File: config.mk
export PLATFORM = sky130hd
export DESIGN_NAME = dz_rx_top
export DESIGN_NICKNAME = d
export VERILOG_FILES = /design/src/dz_pkg.sv /design/src/dz_axil_regs.sv /design/src/dz_baud_timer.sv /design/src/dz_rx_top.sv /design/src/dz_scanner.sv /design/src/dz_silo.sv /design/src/dz_uart_rx.sv
export SDC_FILE = /design/constraint.sdc
export NUM_CORES = 1
export LEC_CHECK = 0
export BUFFER_PORTS_ARGS = -buffer_cell sky130_fd_sc_hd__buf_2
export CORE_MARGIN = 1
export CORE_UTILIZATION = 57
export DETAILED_ROUTE_END_ITERATION = 12
export PLACE_DENSITY = 0.76
export SLEW_MARGIN = 30
export SYNTH_ARGS = -nofsm -noshare
export SYNTH_HDL_FRONTEND = slang
export SYNTH_SLANG_ARGS = --single-unit
File: constraint.sdc
create_clock -name clk -period 13.4 [get_ports clk]
set_clock_uncertainty 0.15 [all_clocks]
set_input_delay 0 -clock clk [delete_from_list [all_inputs] [get_ports clk]]
set_output_delay 0 -clock clk [all_outputs]
set_load 0.01 [all_outputs]
File: src/dz_pkg.sv
// Shared register offsets, CSR bit positions, character types and the RBUF/LPR word union
`default_nettype none

package dz_pkg;

   ////////////////////////////////////////////////////////////////////
   // Register map
   ////////////////////////////////////////////////////////////////////

   // Byte offsets on the 4-bit AXI4-Lite address
   localparam logic [3:0] CSR_OFS   = 4'h0;
   localparam logic [3:0] RBUF_OFS  = 4'h4;
   localparam logic [3:0] DEPTH_OFS = 4'h8;

   // CSR bit positions
   localparam int CSR_CLR   = 4;
   localparam int CSR_MSE   = 5;
   localparam int CSR_RIE   = 6;
   localparam int CSR_RDONE = 7;
   localparam int CSR_SAE   = 12;
   localparam int CSR_SA    = 13;

   // Line number width, eight lines at most
   localparam int LINE_W = 3;

   ////////////////////////////////////////////////////////////////////
   // Data types
   ////////////////////////////////////////////////////////////////////

   // One character from a receiver
   typedef struct packed {
      logic       fe;
      logic [7:0] data;
   } dz_rx_char_t;

   // One silo entry, tagged with its line
   typedef struct packed {
      logic              fe;
      logic [LINE_W-1:0] line;
      logic [7:0]        data;
   } dz_silo_word_t;

   // Read view of offset 4
   typedef struct packed {
      logic              valid;
      logic              ovr;
      logic              fe;
      logic [1:0]        rsvd;
      logic [LINE_W-1:0] line;
      logic [7:0]        data;
   } dz_rbuf_t;

   // Write view of offset 4
   typedef struct packed {
      logic [2:0]        rsvd_hi;
      logic              rcvr_on;
      logic [8:0]        rsvd_lo;
      logic [LINE_W-1:0] line;
   } dz_lpr_t;

   // Same 16-bit word, decoded as RBUF or LPR
   typedef union packed {
      dz_rbuf_t rbuf;
      dz_lpr_t  lpr;
   } dz_word_u;

endpackage

`default_nettype wire

File: src/dz_axil_regs.sv
// AXI4-Lite slave with CSR, RBUF/LPR and depth registers and the interrupt
`default_nettype none
`timescale 1ns/1ps

module dz_axil_regs import dz_pkg::*; #(
   parameter int NUM_LINES  = 8,
   parameter int SILO_DEPTH = 64
) (
   input  logic                        clk,
   input  logic                        rst,
   // Write channels
   input  logic [3:0]                  s_axil_awaddr,
   input  logic                        s_axil_awvalid,
   output logic                        s_axil_awready,
   input  logic [31:0]                 s_axil_wdata,
   input  logic                        s_axil_wvalid,
   output logic                        s_axil_wready,
   output logic [1:0]                  s_axil_bresp,
   output logic                        s_axil_bvalid,
   input  logic                        s_axil_bready,
   // Read channels
   input  logic [3:0]                  s_axil_araddr,
   input  logic                        s_axil_arvalid,
   output logic                        s_axil_arready,
   output logic [31:0]                 s_axil_rdata,
   output logic [1:0]                  s_axil_rresp,
   output logic                        s_axil_rvalid,
   input  logic                        s_axil_rready,
   // Silo side
   input  logic [$clog2(SILO_DEPTH):0] depth,
   input  logic                        alarm,
   input  dz_silo_word_t               head,
   input  logic                        head_ovr,
   output logic                        pop,
   output logic                        alarm_clr,
   output logic                        silo_clear,
   output logic                        scan_en,
   output logic [NUM_LINES-1:0]        rcvr_on,
   output logic                        irq
);

   typedef enum logic [1:0] {R_IDLE, R_WAIT, R_DATA} rd_state_t;

   rd_state_t   rd_state;
   logic [3:0]  rd_addr;
   logic        ne_q;        // silo not empty at AR time
   logic [31:0] rd_word;
   logic        wr_fire;
   logic        rie;
   logic        sae;
   logic        rdone;
   logic [15:0] csr;
   dz_word_u    rb;
   dz_word_u    lpr_w;

   ////////////////////////////////////////////////////////////////////
   // Write side
   ////////////////////////////////////////////////////////////////////

   // AW and W taken together while no response is pending
   assign wr_fire        = s_axil_awvalid && s_axil_wvalid && !s_axil_bvalid;
   assign s_axil_awready = wr_fire;
   assign s_axil_wready  = wr_fire;
   assign s_axil_bresp   = 2'b00;
   assign lpr_w          = s_axil_wdata[15:0];

   always_ff @(posedge clk or posedge rst)
   begin
      if (rst)
      begin
         s_axil_bvalid <= 1'b0;
         scan_en       <= 1'b0;
         rie           <= 1'b0;
         sae           <= 1'b0;
         silo_clear    <= 1'b0;
         rcvr_on       <= '0;
      end
      else
      begin
         silo_clear <= 1'b0;
         if (s_axil_bvalid && s_axil_bready)
            s_axil_bvalid <= 1'b0;
         if (wr_fire)
         begin
            s_axil_bvalid <= 1'b1;
            if (s_axil_awaddr == CSR_OFS)
            begin
               // Clear is a one-clock strobe
               silo_clear <= s_axil_wdata[CSR_CLR];
               scan_en    <= s_axil_wdata[CSR_MSE];
               rie        <= s_axil_wdata[CSR_RIE];
               sae        <= s_axil_wdata[CSR_SAE];
            end
            // LPR, receiver on/off for one line
            if (s_axil_awaddr == RBUF_OFS)
            begin
               for (int i = 0; i < NUM_LINES; i++)
                  if (lpr_w.lpr.line == LINE_W'(i))
                     rcvr_on[i] <= lpr_w.lpr.rcvr_on;
            end
         end
      end
   end

   ////////////////////////////////////////////////////////////////////
   // Read side
   ////////////////////////////////////////////////////////////////////

   assign rdone = (depth != '0);

   always_comb
   begin
      csr            = '0;
      csr[CSR_MSE]   = scan_en;
      csr[CSR_RIE]   = rie;
      csr[CSR_RDONE] = rdone;
      csr[CSR_SAE]   = sae;
      csr[CSR_SA]    = alarm;

      // RBUF fields only when a character is there
      rb = '0;
      if (ne_q)
      begin
         rb.rbuf.valid = 1'b1;
         rb.rbuf.ovr   = head_ovr;
         rb.rbuf.fe    = head.fe;
         rb.rbuf.line  = head.line;
         rb.rbuf.data  = head.data;
      end

      case (rd_addr)
         CSR_OFS:   rd_word = 32'(csr);
         RBUF_OFS:  rd_word = 32'(rb);
         DEPTH_OFS: rd_word = 32'(depth);
         default:   rd_word = '0;
      endcase
   end

   // Idle, wait on silo head, then hold data
   always_ff @(posedge clk or posedge rst)
   begin
      if (rst)
      begin
         rd_state <= R_IDLE;
         rd_addr  <= '0;
         ne_q     <= 1'b0;
      end
      else
      begin
         case (rd_state)
            R_IDLE:
               if (s_axil_arvalid)
               begin
                  rd_addr  <= s_axil_araddr;
                  ne_q     <= rdone;
                  rd_state <= R_WAIT;
               end
            R_WAIT:
               rd_state <= R_DATA;
            default:
               if (s_axil_rready)
                  rd_state <= R_IDLE;
         endcase
      end
   end

   always_ff @(posedge clk)
   begin
      if (rd_state == R_WAIT)
         s_axil_rdata <= rd_word;
   end

   assign s_axil_arready = (rd_state == R_IDLE);
   assign s_axil_rvalid  = (rd_state == R_DATA);
   assign s_axil_rresp   = 2'b00;

   // Pop on the edge that raises RVALID
   assign pop       = (rd_state == R_WAIT) && (rd_addr == RBUF_OFS) && ne_q;
   // CSR read returns SA, then restarts the alarm count
   assign alarm_clr = (rd_state == R_WAIT) && (rd_addr == CSR_OFS);

   // Alarm or not-empty, chosen by SAE
   assign irq = rie && (sae ? alarm : rdone);

   a_rvalid_hold : assert property (@(posedge clk) disable iff (rst)
      s_axil_rvalid && !s_axil_rready |=> s_axil_rvalid);
   a_bvalid_hold : assert property (@(posedge clk) disable iff (rst)
      s_axil_bvalid && !s_axil_bready |=> s_axil_bvalid);

endmodule

`default_nettype wire

File: src/dz_baud_timer.sv
// Shared prescaler producing the 16x oversample tick
`default_nettype none
`timescale 1ns/1ps

module dz_baud_timer #(
   parameter int CLK_DIV = 27
) (
   input  logic clk,
   input  logic rst,
   output logic tick
);

   // Counter width, at least one bit
   localparam int CNT_W = (CLK_DIV > 1) ? $clog2(CLK_DIV) : 1;

   logic [CNT_W-1:0] cnt;

   // Down-counter, tick on terminal count
   always_ff @(posedge clk or posedge rst)
   begin
      if (rst)
      begin
         cnt  <= CNT_W'(CLK_DIV - 1);
         tick <= 1'b0;
      end
      else if (cnt == '0)
      begin
         cnt  <= CNT_W'(CLK_DIV - 1);
         tick <= 1'b1;
      end
      else
      begin
         cnt  <= cnt - 1'b1;
         tick <= 1'b0;
      end
   end

   // Tick stays one clock wide for any divide above 1
   a_tick_single : assert property (@(posedge clk) disable iff (rst)
      (CLK_DIV > 1) && tick |=> !tick);

endmodule

`default_nettype wire

File: src/dz_rx_top.sv
// Receive-side top connecting timer, line receivers, scanner, silo and registers
`default_nettype none
`timescale 1ns/1ps

module dz_rx_top import dz_pkg::*; #(
   parameter int NUM_LINES   = 8,
   parameter int CLK_DIV     = 27,
   parameter int SILO_DEPTH  = 64,
   parameter int ALARM_COUNT = 16
) (
   input  logic                 clk,
   input  logic                 rst,
   input  logic [3:0]           s_axil_awaddr,
   input  logic                 s_axil_awvalid,
   output logic                 s_axil_awready,
   input  logic [31:0]          s_axil_wdata,
   input  logic                 s_axil_wvalid,
   output logic                 s_axil_wready,
   output logic [1:0]           s_axil_bresp,
   output logic                 s_axil_bvalid,
   input  logic                 s_axil_bready,
   input  logic [3:0]           s_axil_araddr,
   input  logic                 s_axil_arvalid,
   output logic                 s_axil_arready,
   output logic [31:0]          s_axil_rdata,
   output logic [1:0]           s_axil_rresp,
   output logic                 s_axil_rvalid,
   input  logic                 s_axil_rready,
   input  logic [NUM_LINES-1:0] rx,
   output logic                 irq
);

   logic                        tick;
   logic [NUM_LINES-1:0]        rx_ready;
   logic [NUM_LINES-1:0]        rx_ack;
   logic [NUM_LINES-1:0]        rcvr_on;
   dz_rx_char_t                 rx_chars [NUM_LINES];
   logic                        push;
   dz_silo_word_t               push_word;
   logic                        pop;
   logic                        alarm_clr;
   logic                        silo_clear;
   logic                        scan_en;
   dz_silo_word_t               head;
   logic                        head_ovr;
   logic [$clog2(SILO_DEPTH):0] depth;
   logic                        alarm;

   dz_baud_timer #(.CLK_DIV(CLK_DIV)) u_timer (.clk, .rst, .tick);

   // One receiver per line
   for (genvar g = 0; g < NUM_LINES; g++)
   begin : g_line
      dz_uart_rx u_rx (
         .clk, .rst, .tick,
         .enable   (rcvr_on[g]),
         .ack      (rx_ack[g]),
         .rx       (rx[g]),
         .ready    (rx_ready[g]),
         .char_out (rx_chars[g])
      );
   end

   dz_scanner #(.NUM_LINES(NUM_LINES)) u_scanner (
      .clk, .rst, .scan_en,
      .clear (silo_clear),
      .ready (rx_ready),
      .chars (rx_chars),
      .ack   (rx_ack),
      .push, .push_word
   );

   dz_silo #(.SILO_DEPTH(SILO_DEPTH), .ALARM_COUNT(ALARM_COUNT)) u_silo (
      .clk, .rst,
      .clear (silo_clear),
      .push, .pop, .push_word, .alarm_clr, .head, .head_ovr, .depth, .alarm
   );

   dz_axil_regs #(.NUM_LINES(NUM_LINES), .SILO_DEPTH(SILO_DEPTH)) u_regs (
      .clk, .rst,
      .s_axil_awaddr, .s_axil_awvalid, .s_axil_awready,
      .s_axil_wdata, .s_axil_wvalid, .s_axil_wready,
      .s_axil_bresp, .s_axil_bvalid, .s_axil_bready,
      .s_axil_araddr, .s_axil_arvalid, .s_axil_arready,
      .s_axil_rdata, .s_axil_rresp, .s_axil_rvalid, .s_axil_rready,
      .depth, .alarm, .head, .head_ovr,
      .pop, .alarm_clr, .silo_clear, .scan_en, .rcvr_on, .irq
   );

endmodule

`default_nettype wire

File: src/dz_scanner.sv
// Round-robin scanner FSM moving received characters into the silo
`default_nettype none
`timescale 1ns/1ps

module dz_scanner import dz_pkg::*; #(
   parameter int NUM_LINES = 8
) (
   input  logic                 clk,
   input  logic                 rst,
   input  logic                 scan_en,
   input  logic                 clear,
   input  logic [NUM_LINES-1:0] ready,
   input  dz_rx_char_t          chars [NUM_LINES],
   output logic [NUM_LINES-1:0] ack,
   output logic                 push,
   output dz_silo_word_t        push_word
);

   typedef enum logic [1:0] {SCAN, PUSH, ACK} state_t;

   state_t            state;
   logic [LINE_W-1:0] idx;
   logic [LINE_W-1:0] idx_next;
   logic              sel_ready;
   dz_rx_char_t       sel_char;
   dz_silo_word_t     word_q;

   // Line select mux
   always_comb
   begin
      sel_ready = 1'b0;
      sel_char  = '0;
      for (int i = 0; i < NUM_LINES; i++)
      begin
         if (idx == LINE_W'(i))
         begin
            sel_ready = ready[i];
            sel_char  = chars[i];
         end
      end
   end

   // Wrap after the last line
   assign idx_next = (idx == LINE_W'(NUM_LINES - 1)) ? '0 : idx + 1'b1;

   always_ff @(posedge clk or posedge rst)
   begin
      if (rst)
      begin
         state <= SCAN;
         idx   <= '0;
      end
      else if (clear)
      begin
         state <= SCAN;
         idx   <= '0;
      end
      else
      begin
         case (state)
            SCAN:
               if (scan_en)
               begin
                  if (sel_ready)
                     state <= PUSH;
                  else
                     idx <= idx_next;
               end
            PUSH:
               state <= ACK;
            default:
            begin
               state <= SCAN;
               idx   <= idx_next;
            end
         endcase
      end
   end

   // Latched copy of the character being moved
   always_ff @(posedge clk)
   begin
      if (state == SCAN && sel_ready)
      begin
         word_q.fe   <= sel_char.fe;
         word_q.line <= idx;
         word_q.data <= sel_char.data;
      end
   end

   assign push      = (state == PUSH);
   assign push_word = word_q;

   // Ack back to the line just pushed
   always_comb
   begin
      for (int i = 0; i < NUM_LINES; i++)
         ack[i] = (state == ACK) && (idx == LINE_W'(i));
   end

endmodule

`default_nettype wire

File: src/dz_silo.sv
// Character silo FIFO with overrun tagging and the silo alarm counter
`default_nettype none
`timescale 1ns/1ps

module dz_silo import dz_pkg::*; #(
   parameter int SILO_DEPTH  = 64,
   parameter int ALARM_COUNT = 16
) (
   input  logic                          clk,
   input  logic                          rst,
   input  logic                          clear,
   input  logic                          push,
   input  logic                          pop,
   input  dz_silo_word_t                 push_word,
   input  logic                          alarm_clr,
   output dz_silo_word_t                 head,
   output logic                          head_ovr,
   output logic [$clog2(SILO_DEPTH):0]   depth,
   output logic                          alarm
);

   localparam int AW = $clog2(SILO_DEPTH);
   localparam int CW = $clog2(ALARM_COUNT + 1);

   logic [AW-1:0] rd_ptr;
   logic [AW-1:0] wr_ptr;
   logic [12:0]   mem [SILO_DEPTH];   // overrun tag above the word
   logic [12:0]   head_q;
   logic          ovr_pend;
   logic [CW-1:0] alarm_cnt;
   logic          full;
   logic          do_push;
   logic          do_pop;

   assign full    = (depth == (AW+1)'(SILO_DEPTH));
   assign do_push = push && !full && !clear;
   assign do_pop  = pop && (depth != '0) && !clear;

   // Pointers, depth, pending overrun and alarm count
   always_ff @(posedge clk or posedge rst)
   begin
      if (rst)
      begin
         rd_ptr    <= '0;
         wr_ptr    <= '0;
         depth     <= '0;
         ovr_pend  <= 1'b0;
         alarm_cnt <= '0;
      end
      else
      begin
         if (clear)
         begin
            rd_ptr <= '0;
            wr_ptr <= '0;
            depth  <= '0;
         end
         else
         begin
            if (do_push)
               wr_ptr <= wr_ptr + 1'b1;
            if (do_pop)
               rd_ptr <= rd_ptr + 1'b1;
            depth <= depth + (AW+1)'(do_push) - (AW+1)'(do_pop);
         end

         // Lost character marks the next stored one
         if (clear)
            ovr_pend <= 1'b0;
         else if (push && full)
            ovr_pend <= 1'b1;
         else if (do_push)
            ovr_pend <= 1'b0;

         // Saturating count of stored characters
         if (clear || alarm_clr)
            alarm_cnt <= '0;
         else if (do_push && alarm_cnt != CW'(ALARM_COUNT))
            alarm_cnt <= alarm_cnt + 1'b1;
      end
   end

   // Dual-port memory, head read one clock behind rd_ptr
   always_ff @(posedge clk)
   begin
      if (do_push)
         mem[wr_ptr] <= {ovr_pend, push_word};
      head_q <= mem[rd_ptr];
   end

   assign head     = dz_silo_word_t'(head_q[11:0]);
   assign head_ovr = head_q[12];
   assign alarm    = (alarm_cnt == CW'(ALARM_COUNT));

   a_depth_max : assert property (@(posedge clk) disable iff (rst)
      depth <= (AW+1)'(SILO_DEPTH));

endmodule

`default_nettype wire

File: src/dz_uart_rx.sv
// Per-line 8N1 receiver with 16x oversampling and a character-ready hold register
`default_nettype none
`timescale 1ns/1ps

module dz_uart_rx import dz_pkg::*; (
   input  logic        clk,
   input  logic        rst,
   input  logic        tick,
   input  logic        enable,
   input  logic        ack,
   input  logic        rx,
   output logic        ready,
   output dz_rx_char_t char_out
);

   typedef enum logic [1:0] {S_IDLE, S_START, S_DATA, S_STOP} state_t;

   state_t     state;
   logic [3:0] sub;       // tick count within a bit
   logic [2:0] bit_idx;
   logic [7:0] shreg;
   logic       rx_meta;
   logic       rx_s;
   logic       rx_last;   // line level at previous tick
   logic       mid_bit;

   // Two-flop synchronizer, line idles high
   always_ff @(posedge clk or posedge rst)
   begin
      if (rst)
      begin
         rx_meta <= 1'b1;
         rx_s    <= 1'b1;
      end
      else
      begin
         rx_meta <= rx;
         rx_s    <= rx_meta;
      end
   end

   // Sixteenth tick of a data or stop bit
   assign mid_bit = tick && (sub == 4'd15);

   ////////////////////////////////////////////////////////////////////
   // Frame FSM
   ////////////////////////////////////////////////////////////////////

   always_ff @(posedge clk or posedge rst)
   begin
      if (rst)
      begin
         state   <= S_IDLE;
         sub     <= '0;
         bit_idx <= '0;
         rx_last <= 1'b1;
         ready   <= 1'b0;
      end
      else
      begin
         // Scanner took the character
         if (ack)
            ready <= 1'b0;
         if (tick)
            rx_last <= rx_s;

         if (!enable)
            state <= S_IDLE;
         else if (tick)
         begin
            sub <= sub + 4'd1;
            case (state)
               S_IDLE:
               begin
                  sub <= '0;
                  // Falling edge starts a frame
                  if (rx_last && !rx_s)
                     state <= S_START;
               end
               S_START:
                  // Recheck at mid start bit, drop a glitch
                  if (sub == 4'd7)
                  begin
                     sub     <= '0;
                     bit_idx <= '0;
                     state   <= rx_s ? S_IDLE : S_DATA;
                  end
               S_DATA:
                  if (sub == 4'd15)
                  begin
                     bit_idx <= bit_idx + 3'd1;
                     if (bit_idx == 3'd7)
                        state <= S_STOP;
                  end
               default:
                  if (sub == 4'd15)
                  begin
                     ready <= 1'b1;
                     state <= S_IDLE;
                  end
            endcase
         end
      end
   end

   // Data shifts in LSB first, stop sample sets the error flag
   always_ff @(posedge clk)
   begin
      if (enable && mid_bit && state == S_DATA)
         shreg <= {rx_s, shreg[7:1]};
      if (enable && mid_bit && state == S_STOP)
      begin
         char_out.fe   <= !rx_s;
         char_out.data <= shreg;
      end
   end

   // Ack only for a character that is being held
   a_ack_ready : assert property (@(posedge clk) disable iff (rst) ack |-> ready);

endmodule

`default_nettype wire

# Yosys cells after proc, flatten, opt, wreduce, memory -nomap -nowiden
# Memories as Yosys holds them, arrays and structs flattened. A register that Yosys moved wholly into a read port is not among the register bits.
# Cells that the tools add are included.
[word_totals]
ram_bits = 832
output_inout_bits = 42
ff_bits = 340
mem_count = 1
[classes]
eq_ne = 141
mux = 202
reduce_logical = 149
n_addsub = 23
[memory_table]
columns = ["name", "words", "word_bits", "rd", "rd_clocked_by_memory_dff", "wr", "line_no", "text"]
rows = [
  ["u_silo.mem", 64, 13, 1, 1, 1, "dz_silo.sv:27", "logic [12:0] mem [SILO_DEPTH];"],
]
[op_table]
columns = ["op", "count"]
rows = [
  ["$mux W2", 69],
  ["$ne A3 B3 Y1 const B", 32],
  ["$mux W9", 8],
  ["$pmux W4 S2", 8],
  ["$mux W3", 21],
  ["$logic_and A1 B1 Y1", 62],
  ["$mux W1", 59],
  ["$pmux W3 S2", 9],
  ["$eq A3 B3 Y1 const B", 16],
  ["$pmux W16 S3", 1],
  ["$pmux W2 S3", 8],
  ["$reduce_and A6 Y1", 8],
  ["$eq A4 B3 Y1 const B", 10],
  ["$reduce_and A5 Y1", 8],
  ["$eq A2 B2 Y1 const B", 18],
  ["$eq A4 B4 Y1 const B", 9],
  ["$ne A2 B1 Y1 const B", 17],
  ["$add A4 B1 Y4 const B", 8],
  ["$mux W4", 8],
  ["$ne A4 B4 Y1 const B", 8],
  ["$add A3 B1 Y3 const B", 9],
  ["$reduce_and A3 Y1", 9],
  ["$mux W6", 4],
  ["$reduce_and A2 Y1", 12],
  ["28 further kinds", 94],
]

# Longest topological paths before layout
# Gate-level depths: netlist of run 1.
[logic_depth]
depth_word = 13
depth_mapped = 17
depth_no_buf = 17

# By module
# From an unflattened synthesis of run 1, not the netlist that was laid out.
[hier_totals]
hier_cells = 2774
area_unflattened_um2 = 47260.3
[by_module_without_submodules]
columns = ["module", "cells_each", "instances", "seq_area_each_um2", "area_each_um2"]
rows = [
  ["dz_silo", 1701, 1, 25869.8, 33866.2],
  ["dz_uart_rx at g_line[0].u_rx ...", 89, 4, 839.6, 1242.4],
  ["dz_uart_rx at g_line[5].u_rx ...", 89, 3, 839.6, 1213.7],
  ["dz_axil_regs", 132, 1, 950.9, 1740.4],
  ["dz_scanner", 205, 1, 485.5, 1575.3],
  ["dz_uart_rx at g_line[4].u_rx", 89, 1, 839.6, 1199.9],
  ["dz_baud_timer", 24, 1, 153.9, 267.8],
]

# Worst setup path before layout of run 1
# OpenSTA, ideal clock, no wires.
[synth_path]
path_type = "reg2reg"
from = "register u_regs.rd_state[1]"
to = "register u_silo.depth[6]"
required_time_ns = 13.114
stages_incl_launch_ff = 15
arrival_ns = 3.228
path_buffers = 0
slack_ns = 9.885
synth_period_minus_slack_ns = 3.515
cell_sequence = "dfrtp_1 > nor2b_1 > nand3_1 > nor2_1 > ha_1 > inv_1 > ha_1 > inv_1 > fa_1 > nand2b_1 > a21oi_1 > o21ai_0 > a21oi_1 > or3_1 > a21oi_1"
[synth_via]
elab_chain_len = 7
[synth_rtl]
columns = ["item", "line_no", "text"]
rows = [
  ["from (decl)", "dz_axil_regs.sv:44", "rd_state_t rd_state;"],
  ["from (signal assigned)", "dz_axil_regs.sv:144", "rd_state <= R_IDLE;"],
  ["from (signal assigned)", "dz_axil_regs.sv:156", "rd_state <= R_WAIT;"],
  ["from (signal assigned)", "dz_axil_regs.sv:159", "rd_state <= R_DATA;"],
  ["$eq A2 B1 Y1", "dz_axil_regs.sv:178", "assign pop = (rd_state == R_WAIT) && (rd_addr == RBUF_OFS) && ne_q;"],
  ["$logic_and A1 B1 Y1 (2 in series)", "dz_axil_regs.sv:178", ""],
  ["$logic_and A1 B1 Y1 (2 in series)", "dz_silo.sv:37", "assign do_pop = pop && (depth != '0) && !clear;"],
  ["$sub A7 B1 Y7", "dz_silo.sv:64", "depth <= depth + (AW+1)'(do_push) - (AW+1)'(do_pop);"],
  ["$mux W7", "dz_silo.sv:52", "if (clear)"],
  ["to (signal assigned)", "dz_silo.sv:64", ""],
  ["to (decl)", "dz_silo.sv:18", "output logic [$clog2(SILO_DEPTH):0] depth,"],
]
# Every way passes these cells.
# A chain may end at the register's enable or synchronous reset.

==> flow_metrics.env, run 1 <==
export IMPL_final_common_cell="edfxtp_1"
export IMPL_setup_violations=0
export IMPL_multi_input_area_um2=11600
export IMPL_nets=2965
export IMPL_grt_pass1_wl_mm=151
export IMPL_ios=97
export IMPL_grt_setup_unrepaired="no"
export IMPL_fp_row_count=104
export IMPL_core_region_area_um2=80800
export IMPL_via_count=24800
export IMPL_synth_edf_count=995
export IMPL_cp_common_cell="buf_4"
export IMPL_failed_checks="design-rule violations"
export IMPL_p_seq_frac=0.493
export IMPL_synth_top_flop_cell="edfxtp_1"
export IMPL_synth_seq_cells=1168
export IMPL_path_class="flip-flop to flip-flop"
export IMPL_postSynthCellCount=2646
export IMPL_r2r_cells=7
export IMPL_tightest_slew_ps=1200
export IMPL_hold_depth=3
export IMPL_p_clk_frac=0.346
export IMPL_hold_ws_ps=88.0
export IMPL_clk_latency_ps=680
export IMPL_arrival_ps=5020
export IMPL_r2r_start="u_silo.rd_ptr[0]"
export IMPL_firstDrtPassIters=11
export IMPL_p_sw_uw=2460
export IMPL_clkSlewWorstSetupHoldPaths_ps=70
export IMPL_fmax_ghz=0.220
export IMPL_drt_wl_total_mm=99.9
export IMPL_avgRoutedWirePerCell_um=25.1
export IMPL_htreeDepth=3
export IMPL_worst_setup_path_end_kind="flip-flop"
export IMPL_n_antenna_cell=0
export IMPL_synth_cell_types=70
export IMPL_required_ps=13860
export IMPL_drt_iter0_drc=2547
export IMPL_hold_class="input port to flip-flop"
export IMPL_critPathMaxStageDelay_ps=1040
export IMPL_portBuffers=50
export IMPL_drive_gt1_frac=0.204
export IMPL_r2r_setup_slack_ps=8850
export IMPL_route_detailed_drc=2
export IMPL_critPathTopFamily="buffers and inverters"
export IMPL_r2r_end="u_silo.head_q[2]"
export IMPL_tns_ps=0
export IMPL_fill_cells=5129
export IMPL_die_x_um=288
export IMPL_hold_viol=0
export IMPL_netlist_area_um2=46700
export IMPL_drtAntennaViolNets=0
export IMPL_startpoint_type="flip-flop"
export IMPL_min_period_ps=4550
export IMPL_min_from="s_axil_wdata[12]"
export IMPL_area_growth_pct=12.7
export IMPL_grt_pass1_vias=25400
export IMPL_finalPower_uw=9340
export IMPL_critPathBufInv=2
export IMPL_clockRootBuffer="clkbuf_16"
export IMPL_internal_power_uw=6880
export IMPL_cts_sinks=1168
export IMPL_p_comb_frac=0.161
export IMPL_clk_path_buf_depth=3
export IMPL_maxCapViolCount=0
export IMPL_dp_hpwl_mm=59.5
export IMPL_design_area_um2=52600
export IMPL_vdd_ir_drop_max_mv=0.177
export IMPL_dieArea_um2=83000
export IMPL_slew_violations=0
export IMPL_cp_max_fo=42
export IMPL_critPathSlowestCell="nor4_1"
export IMPL_grt_use_total=0.245
export IMPL_cts_tree="built"
export IMPL_antenna_found_initial=3
export IMPL_cellPowerDensity_nw_per_um2=178
export IMPL_postSynthAreaPerCell_um2=17.6
export IMPL_die_h_um=288
export IMPL_outcome="finished, violations left"
export IMPL_cts_buffers=109
export IMPL_dpl_cell_area_um2=48200
export IMPL_min_to="u_regs.rcvr_on[0]"
export IMPL_crit_chain="buf_4 -> buf_4 -> mux4_2 -> nor2b_1 -> a211oi_1 -> nor4_1 -> a21o_1"
export IMPL_initial_utilization=0.578
export IMPL_vias_per_cell=6.24
export IMPL_gp_congestion=0.839
export IMPL_grt_overflow_total=0
export IMPL_p_leak_uw=0.0178
export IMPL_yosysSeqAreaShare=0.732
export IMPL_ff_latch_area_um2=34200
export IMPL_yosysWarnings=0
export IMPL_final_cell_mix="995 x edfxtp_1, 196 x mux4_2, 147 x nand2_1"
export IMPL_synthArstFlopShare=0.137
export IMPL_slew_headroom=0.195
export IMPL_postCtsSetupBuffers=0
export IMPL_post_route_period_util=0.340
export IMPL_grt_max_degree=98
export IMPL_switching_share=0.263
sequential cells by signal, summed over array words and instances, names as in the netlist, 12 cells and up:
register and count:
u_regs.s_axil_rdata 15, u_silo.head_q 13, g_line.u_rx.char_out 72, g_line.u_rx.shreg 64, u_silo.mem 832, g_line.u_rx.state 16
u_scanner.push_word 12, g_line.u_rx.bit_idx 24, g_line.u_rx.sub 32
cell families after synthesis:
kind of cell,share of synthesized area
adders and majority gates,0.0229
muxes,0.111
and+or+nand+nor,0.0552
other,0.0000804
buffers and inverters,0.0242
DFF,0.732
xor gates and xnor gates,0.00282
AOI/OAI and AO/OA,0.0519
tightest hold or removal path: stages:
cell,delay (ps)
dlygate4sd3_1,520
buf_2,190
mux2_2,170
layout make-up:
cell class,count,share of cell area
clock buffer,142,0.0573
clock inverter,62,0.0148
inverter,84,0.00609
multi-input combinational,1283,0.220
sequential,1168,0.650
tap,1060,0.0252
timing repair buffer,179,0.0262
repair_timing:
| action | 4_1_cts | 5_1_grt |
|---|---|---|
| setup endpoints to repair | 0 | 0 |
| hold buffers | 57 | 0 |
| endpoints found under the hold margin | 115 | 0 |
| resized for setup | 0 | 0 |
metal layers:
metal  track usage  vias up  share of wire
met5             0        -        0.00013
met3        0.0574      193          0.085
met4        0.0925        2          0.036
met1         0.318    12700           0.38
met2         0.405     1090           0.50
li1              -    10800              -
power groups by stage:
stage | Clock, uW | Combinational, uW | Sequential (uW)
after floorplan | 0 | 893 | 4760
after global placement | 0 | 1390 | 4660
after detailed placement | 0 | 1460 | 4670
after CTS | 3270 | 1490 | 4600
after global routing | 3400 | 1620 | 4620
final | 3230 | 1500 | 4600
metrics by stage:
stage,util,worst slack (ps),instances
CTS,0.650,8850,3978
finish,0.651,8850,3978
global route,0.651,8610,3978
global placement,0.595,8850,3717
floorplan,-,8970,2666
detailed placement,0.596,8890,3717
worst max path at each step:
stage / start / endpoint / slack, ps / cells after the start
5_1_grt: u_silo.depth[4] / u_silo.depth[6] / 8610 / 15
3_3_place_gp: u_silo.depth[3] / u_silo.depth[6] / 8850 / 15
3_5_place_dp: u_silo.rd_ptr[0] / u_silo.head_q[5] / 8890 / 7
2_1_floorplan: rst / g_line[0].u_rx.bit_idx[0] / 8970 / 1
6_report: u_silo.rd_ptr[0] / u_silo.head_q[2] / 8850 / 7
4_1_cts: u_silo.rd_ptr[0] / u_silo.head_q[4] / 8850 / 7
synth_stat cells (7+ instances only):
cell type,count,area [um^2]
o21ai_1,10,50.1
a22o_1,8,70.1
nand2b_1,21,131
o21ai_0,92,460
dfxtp_1,13,260
nand4_1,11,68.8
o211ai_1,17,128
mux4_2,196,4410
a211oi_1,8,60.1
nand3b_1,9,67.6
buf_1,9,33.8
buf_6,18,203
nor3_1,43,215
inv_1,83,312
nor4_1,17,106
nor2b_1,34,213
xor2_1,9,78.8
mux2i_1,44,440
a31oi_1,11,68.8
nor2_1,126,473
a21o_1,24,180
dfrtp_1,133,3330
and2_1,15,93.8
mux2_2,27,304
ha_1,84,1050
or3_1,11,68.8
a2111oi_0,7,61.3
buf_4,28,210
nand2_1,147,552
or2_2,8,50.1
a22oi_1,22,165
a221o_1,9,90.1
or4_1,11,82.6
a21oi_1,44,220
o22ai_1,89,557
buf_2,23,115
nand3_1,33,165
clkbuf_1,49,184
edfxtp_1,995,29900
dfstp_2,27,709
(Power assumes the default switching activity.)
==> run 2, diff against run 1 <==
==> constraint.sdc (replaced) <==
create_clock -name clk -period 4.2 [get_ports clk]
set_clock_uncertainty 0.15 [all_clocks]
set_input_delay 0 -clock clk [delete_from_list [all_inputs] [get_ports clk]]
set_output_delay 0 -clock clk [all_outputs]
set_load 0.01 [all_outputs]
==> run 2 against run 1 <==
Effect of this change:
- the flow still finishes with violations (design-rule violations)
- first-iteration DRC count is 3.2% higher
- register-to-register slack worse by 8300 ps
- design area is 0.79% higher
- utilization is 0.51 points higher
- die area stayed put
- largest cell class unchanged
- highest routed layer unchanged
==> flow_metrics.env, run 2 (synthesis results as in run 1) <==
export IMPL_tns_ps=0
export IMPL_drt_iter0_drc=2629
export IMPL_setup_violations=0
export IMPL_firstDrtPassIters=11
export IMPL_area_growth_pct=13.6
export IMPL_fin_ws_ps=577
export IMPL_dieArea_um2=83000
export IMPL_reg_top3="u_silo.mem: 832 flops, g_line.u_rx.char_out: 72 flops, g_line.u_rx.shreg: 64 flops"
export IMPL_vias_per_cell=6.26
export IMPL_failed_checks="design-rule violations"
export IMPL_htreeDepth=3
export IMPL_route_detailed_drc=4
export IMPL_slew_headroom=0.385
export IMPL_clk_path_buf_depth=3
export IMPL_die_h_um=288
export IMPL_maxCapViolCount=0
export IMPL_largest_reg_flops=832
export IMPL_fp_row_count=104
export IMPL_ios=97
export IMPL_initial_utilization=0.578
export IMPL_cellPowerDensity_nw_per_um2=561
export IMPL_dp_hpwl_mm=63.8
export IMPL_grt_use_total=0.248
export IMPL_nets=3034
export IMPL_startpoint_type="flip-flop"
export IMPL_final_cell_mix="995 x edfxtp_1, 196 x mux4_2, 147 x nand2_1"
export IMPL_cts_hold_buf=63
export IMPL_worst_setup_path_end_kind="flip-flop"
export IMPL_post_cts_resize_count=0
export IMPL_die_x_um=288
export IMPL_fill_cells=5098
export IMPL_finalPower_uw=29800
export IMPL_via_count=25300
export IMPL_slew_violations=0
export IMPL_tightest_slew_ps=923
export IMPL_grt_pass1_vias=25800
export IMPL_drive_gt1_frac=0.210
export IMPL_avgRoutedWirePerCell_um=25.0
export IMPL_core_region_area_um2=80800
export IMPL_antenna_found_initial=3
export IMPL_grt_overflow_total=0
export IMPL_cts_tree="built"
export IMPL_p_leak_uw=0.0181
export IMPL_clk_latency_ps=670
export IMPL_hold_viol=0
export IMPL_hold_class="input port to flip-flop"
export IMPL_fmax_ghz=0.276
export IMPL_grt_setup_unrepaired="no"
export IMPL_path_class="flip-flop to flip-flop"
export IMPL_r2r_setup_slack_ps=580
export IMPL_cts_buffers=110
export IMPL_ff_latch_area_um2=34200
export IMPL_multi_input_area_um2=11500
export IMPL_post_route_period_util=0.863
export IMPL_final_common_cell="edfxtp_1"
export IMPL_grt_pass1_wl_mm=154
export IMPL_portBuffers=50
export IMPL_required_ps=4640
export IMPL_cp_max_fo=8
export IMPL_clkSlewWorstSetupHoldPaths_ps=60
export IMPL_grt_max_degree=81
export IMPL_vdd_ir_drop_max_mv=0.424
export IMPL_cts_sinks=1168
export IMPL_gp_congestion=0.899
export IMPL_min_period_ps=3620
export IMPL_drtAntennaViolNets=0
export IMPL_drt_wl_total_mm=101
export IMPL_postCtsSetupBuffers=0
export IMPL_arrival_ps=4060
export IMPL_dp_slack_ps=656
export IMPL_outcome="finished, violations left"
export IMPL_top_register="u_silo.mem"
export IMPL_clockRootBuffer="clkbuf_16"
## run 2: worst max-delay path, cell delays in order (launching register included)
cell      delay, ps
dfrtp_1         420
inv_1           110
ha_1            150
nand2_1          80
nor4b_1         350
buf_4           220
nand2b_1        140
clkinv_1        310
ha_1            350
inv_1            80
fa_1            190
nand2b_1        110
a21oi_1          80
o21ai_0         200
a21oi_1         110
or3_1           360
a21oi_1         140
## run 2: layout make-up
class | count | share of cell area
tap | 1060 | 0.0250
multi-input combinational | 1283 | 0.217
inverter | 84 | 0.00602
sequential | 1168 | 0.645
clock inverter | 63 | 0.0131
antenna | 1 | 0.0000472
timing repair buffer | 247 | 0.0380
clock buffer | 143 | 0.0556
## run 2: power by group
part	internal [uW]	switching, uW	leakage [uW]
sequential	14200	660	0.0112
clock	5800	4170	0.00176
combinational	1890	3040	0.00508
total	21900	7870	0.0181
## run 2: final timing paths
check | from | to | cells past startpoint
setup / recovery | u_silo.depth[5] | u_silo.depth[6] | 16
hold / removal | s_axil_awvalid | u_regs.s_axil_bvalid | 4
setup reg to reg | u_silo.depth[5] | u_silo.depth[6] | 16
hold reg to reg | g_line[1].u_rx.rx_meta | g_line[1].u_rx.rx_s | 0
max in group asynchronous | rst | u_silo.ovr_pend | 5
min in group asynchronous | rst | g_line[7].u_rx.state[1] | 4
## run 2: routing by layer
layer	part of all wire	track usage	vias up	wire length, um
met5	0.00025	0	-	25
met3	0.079	0.0431	196	8040
met4	0.030	0.0798	4	3030
met1	0.39	0.337	13100	39400
met2	0.50	0.412	1157	50900
li1	-	-	10900	-
## run 2: stage by stage
| step | area [um^2] | hold slack [ps] | util | std cells |
|---|---|---|---|---|
| after floorplan | 46700 | -146 | - | 2666 |
| after global placement | 48600 | -110 | 0.601 | 3771 |
| after detailed placement | 48700 | -99.0 | 0.602 | 3775 |
| after CTS | 52900 | 18.9 | 0.655 | 4044 |
| after global routing | 53000 | 81.7 | 0.656 | 4048 |
| final | 53000 | 73.3 | 0.656 | 4049 |
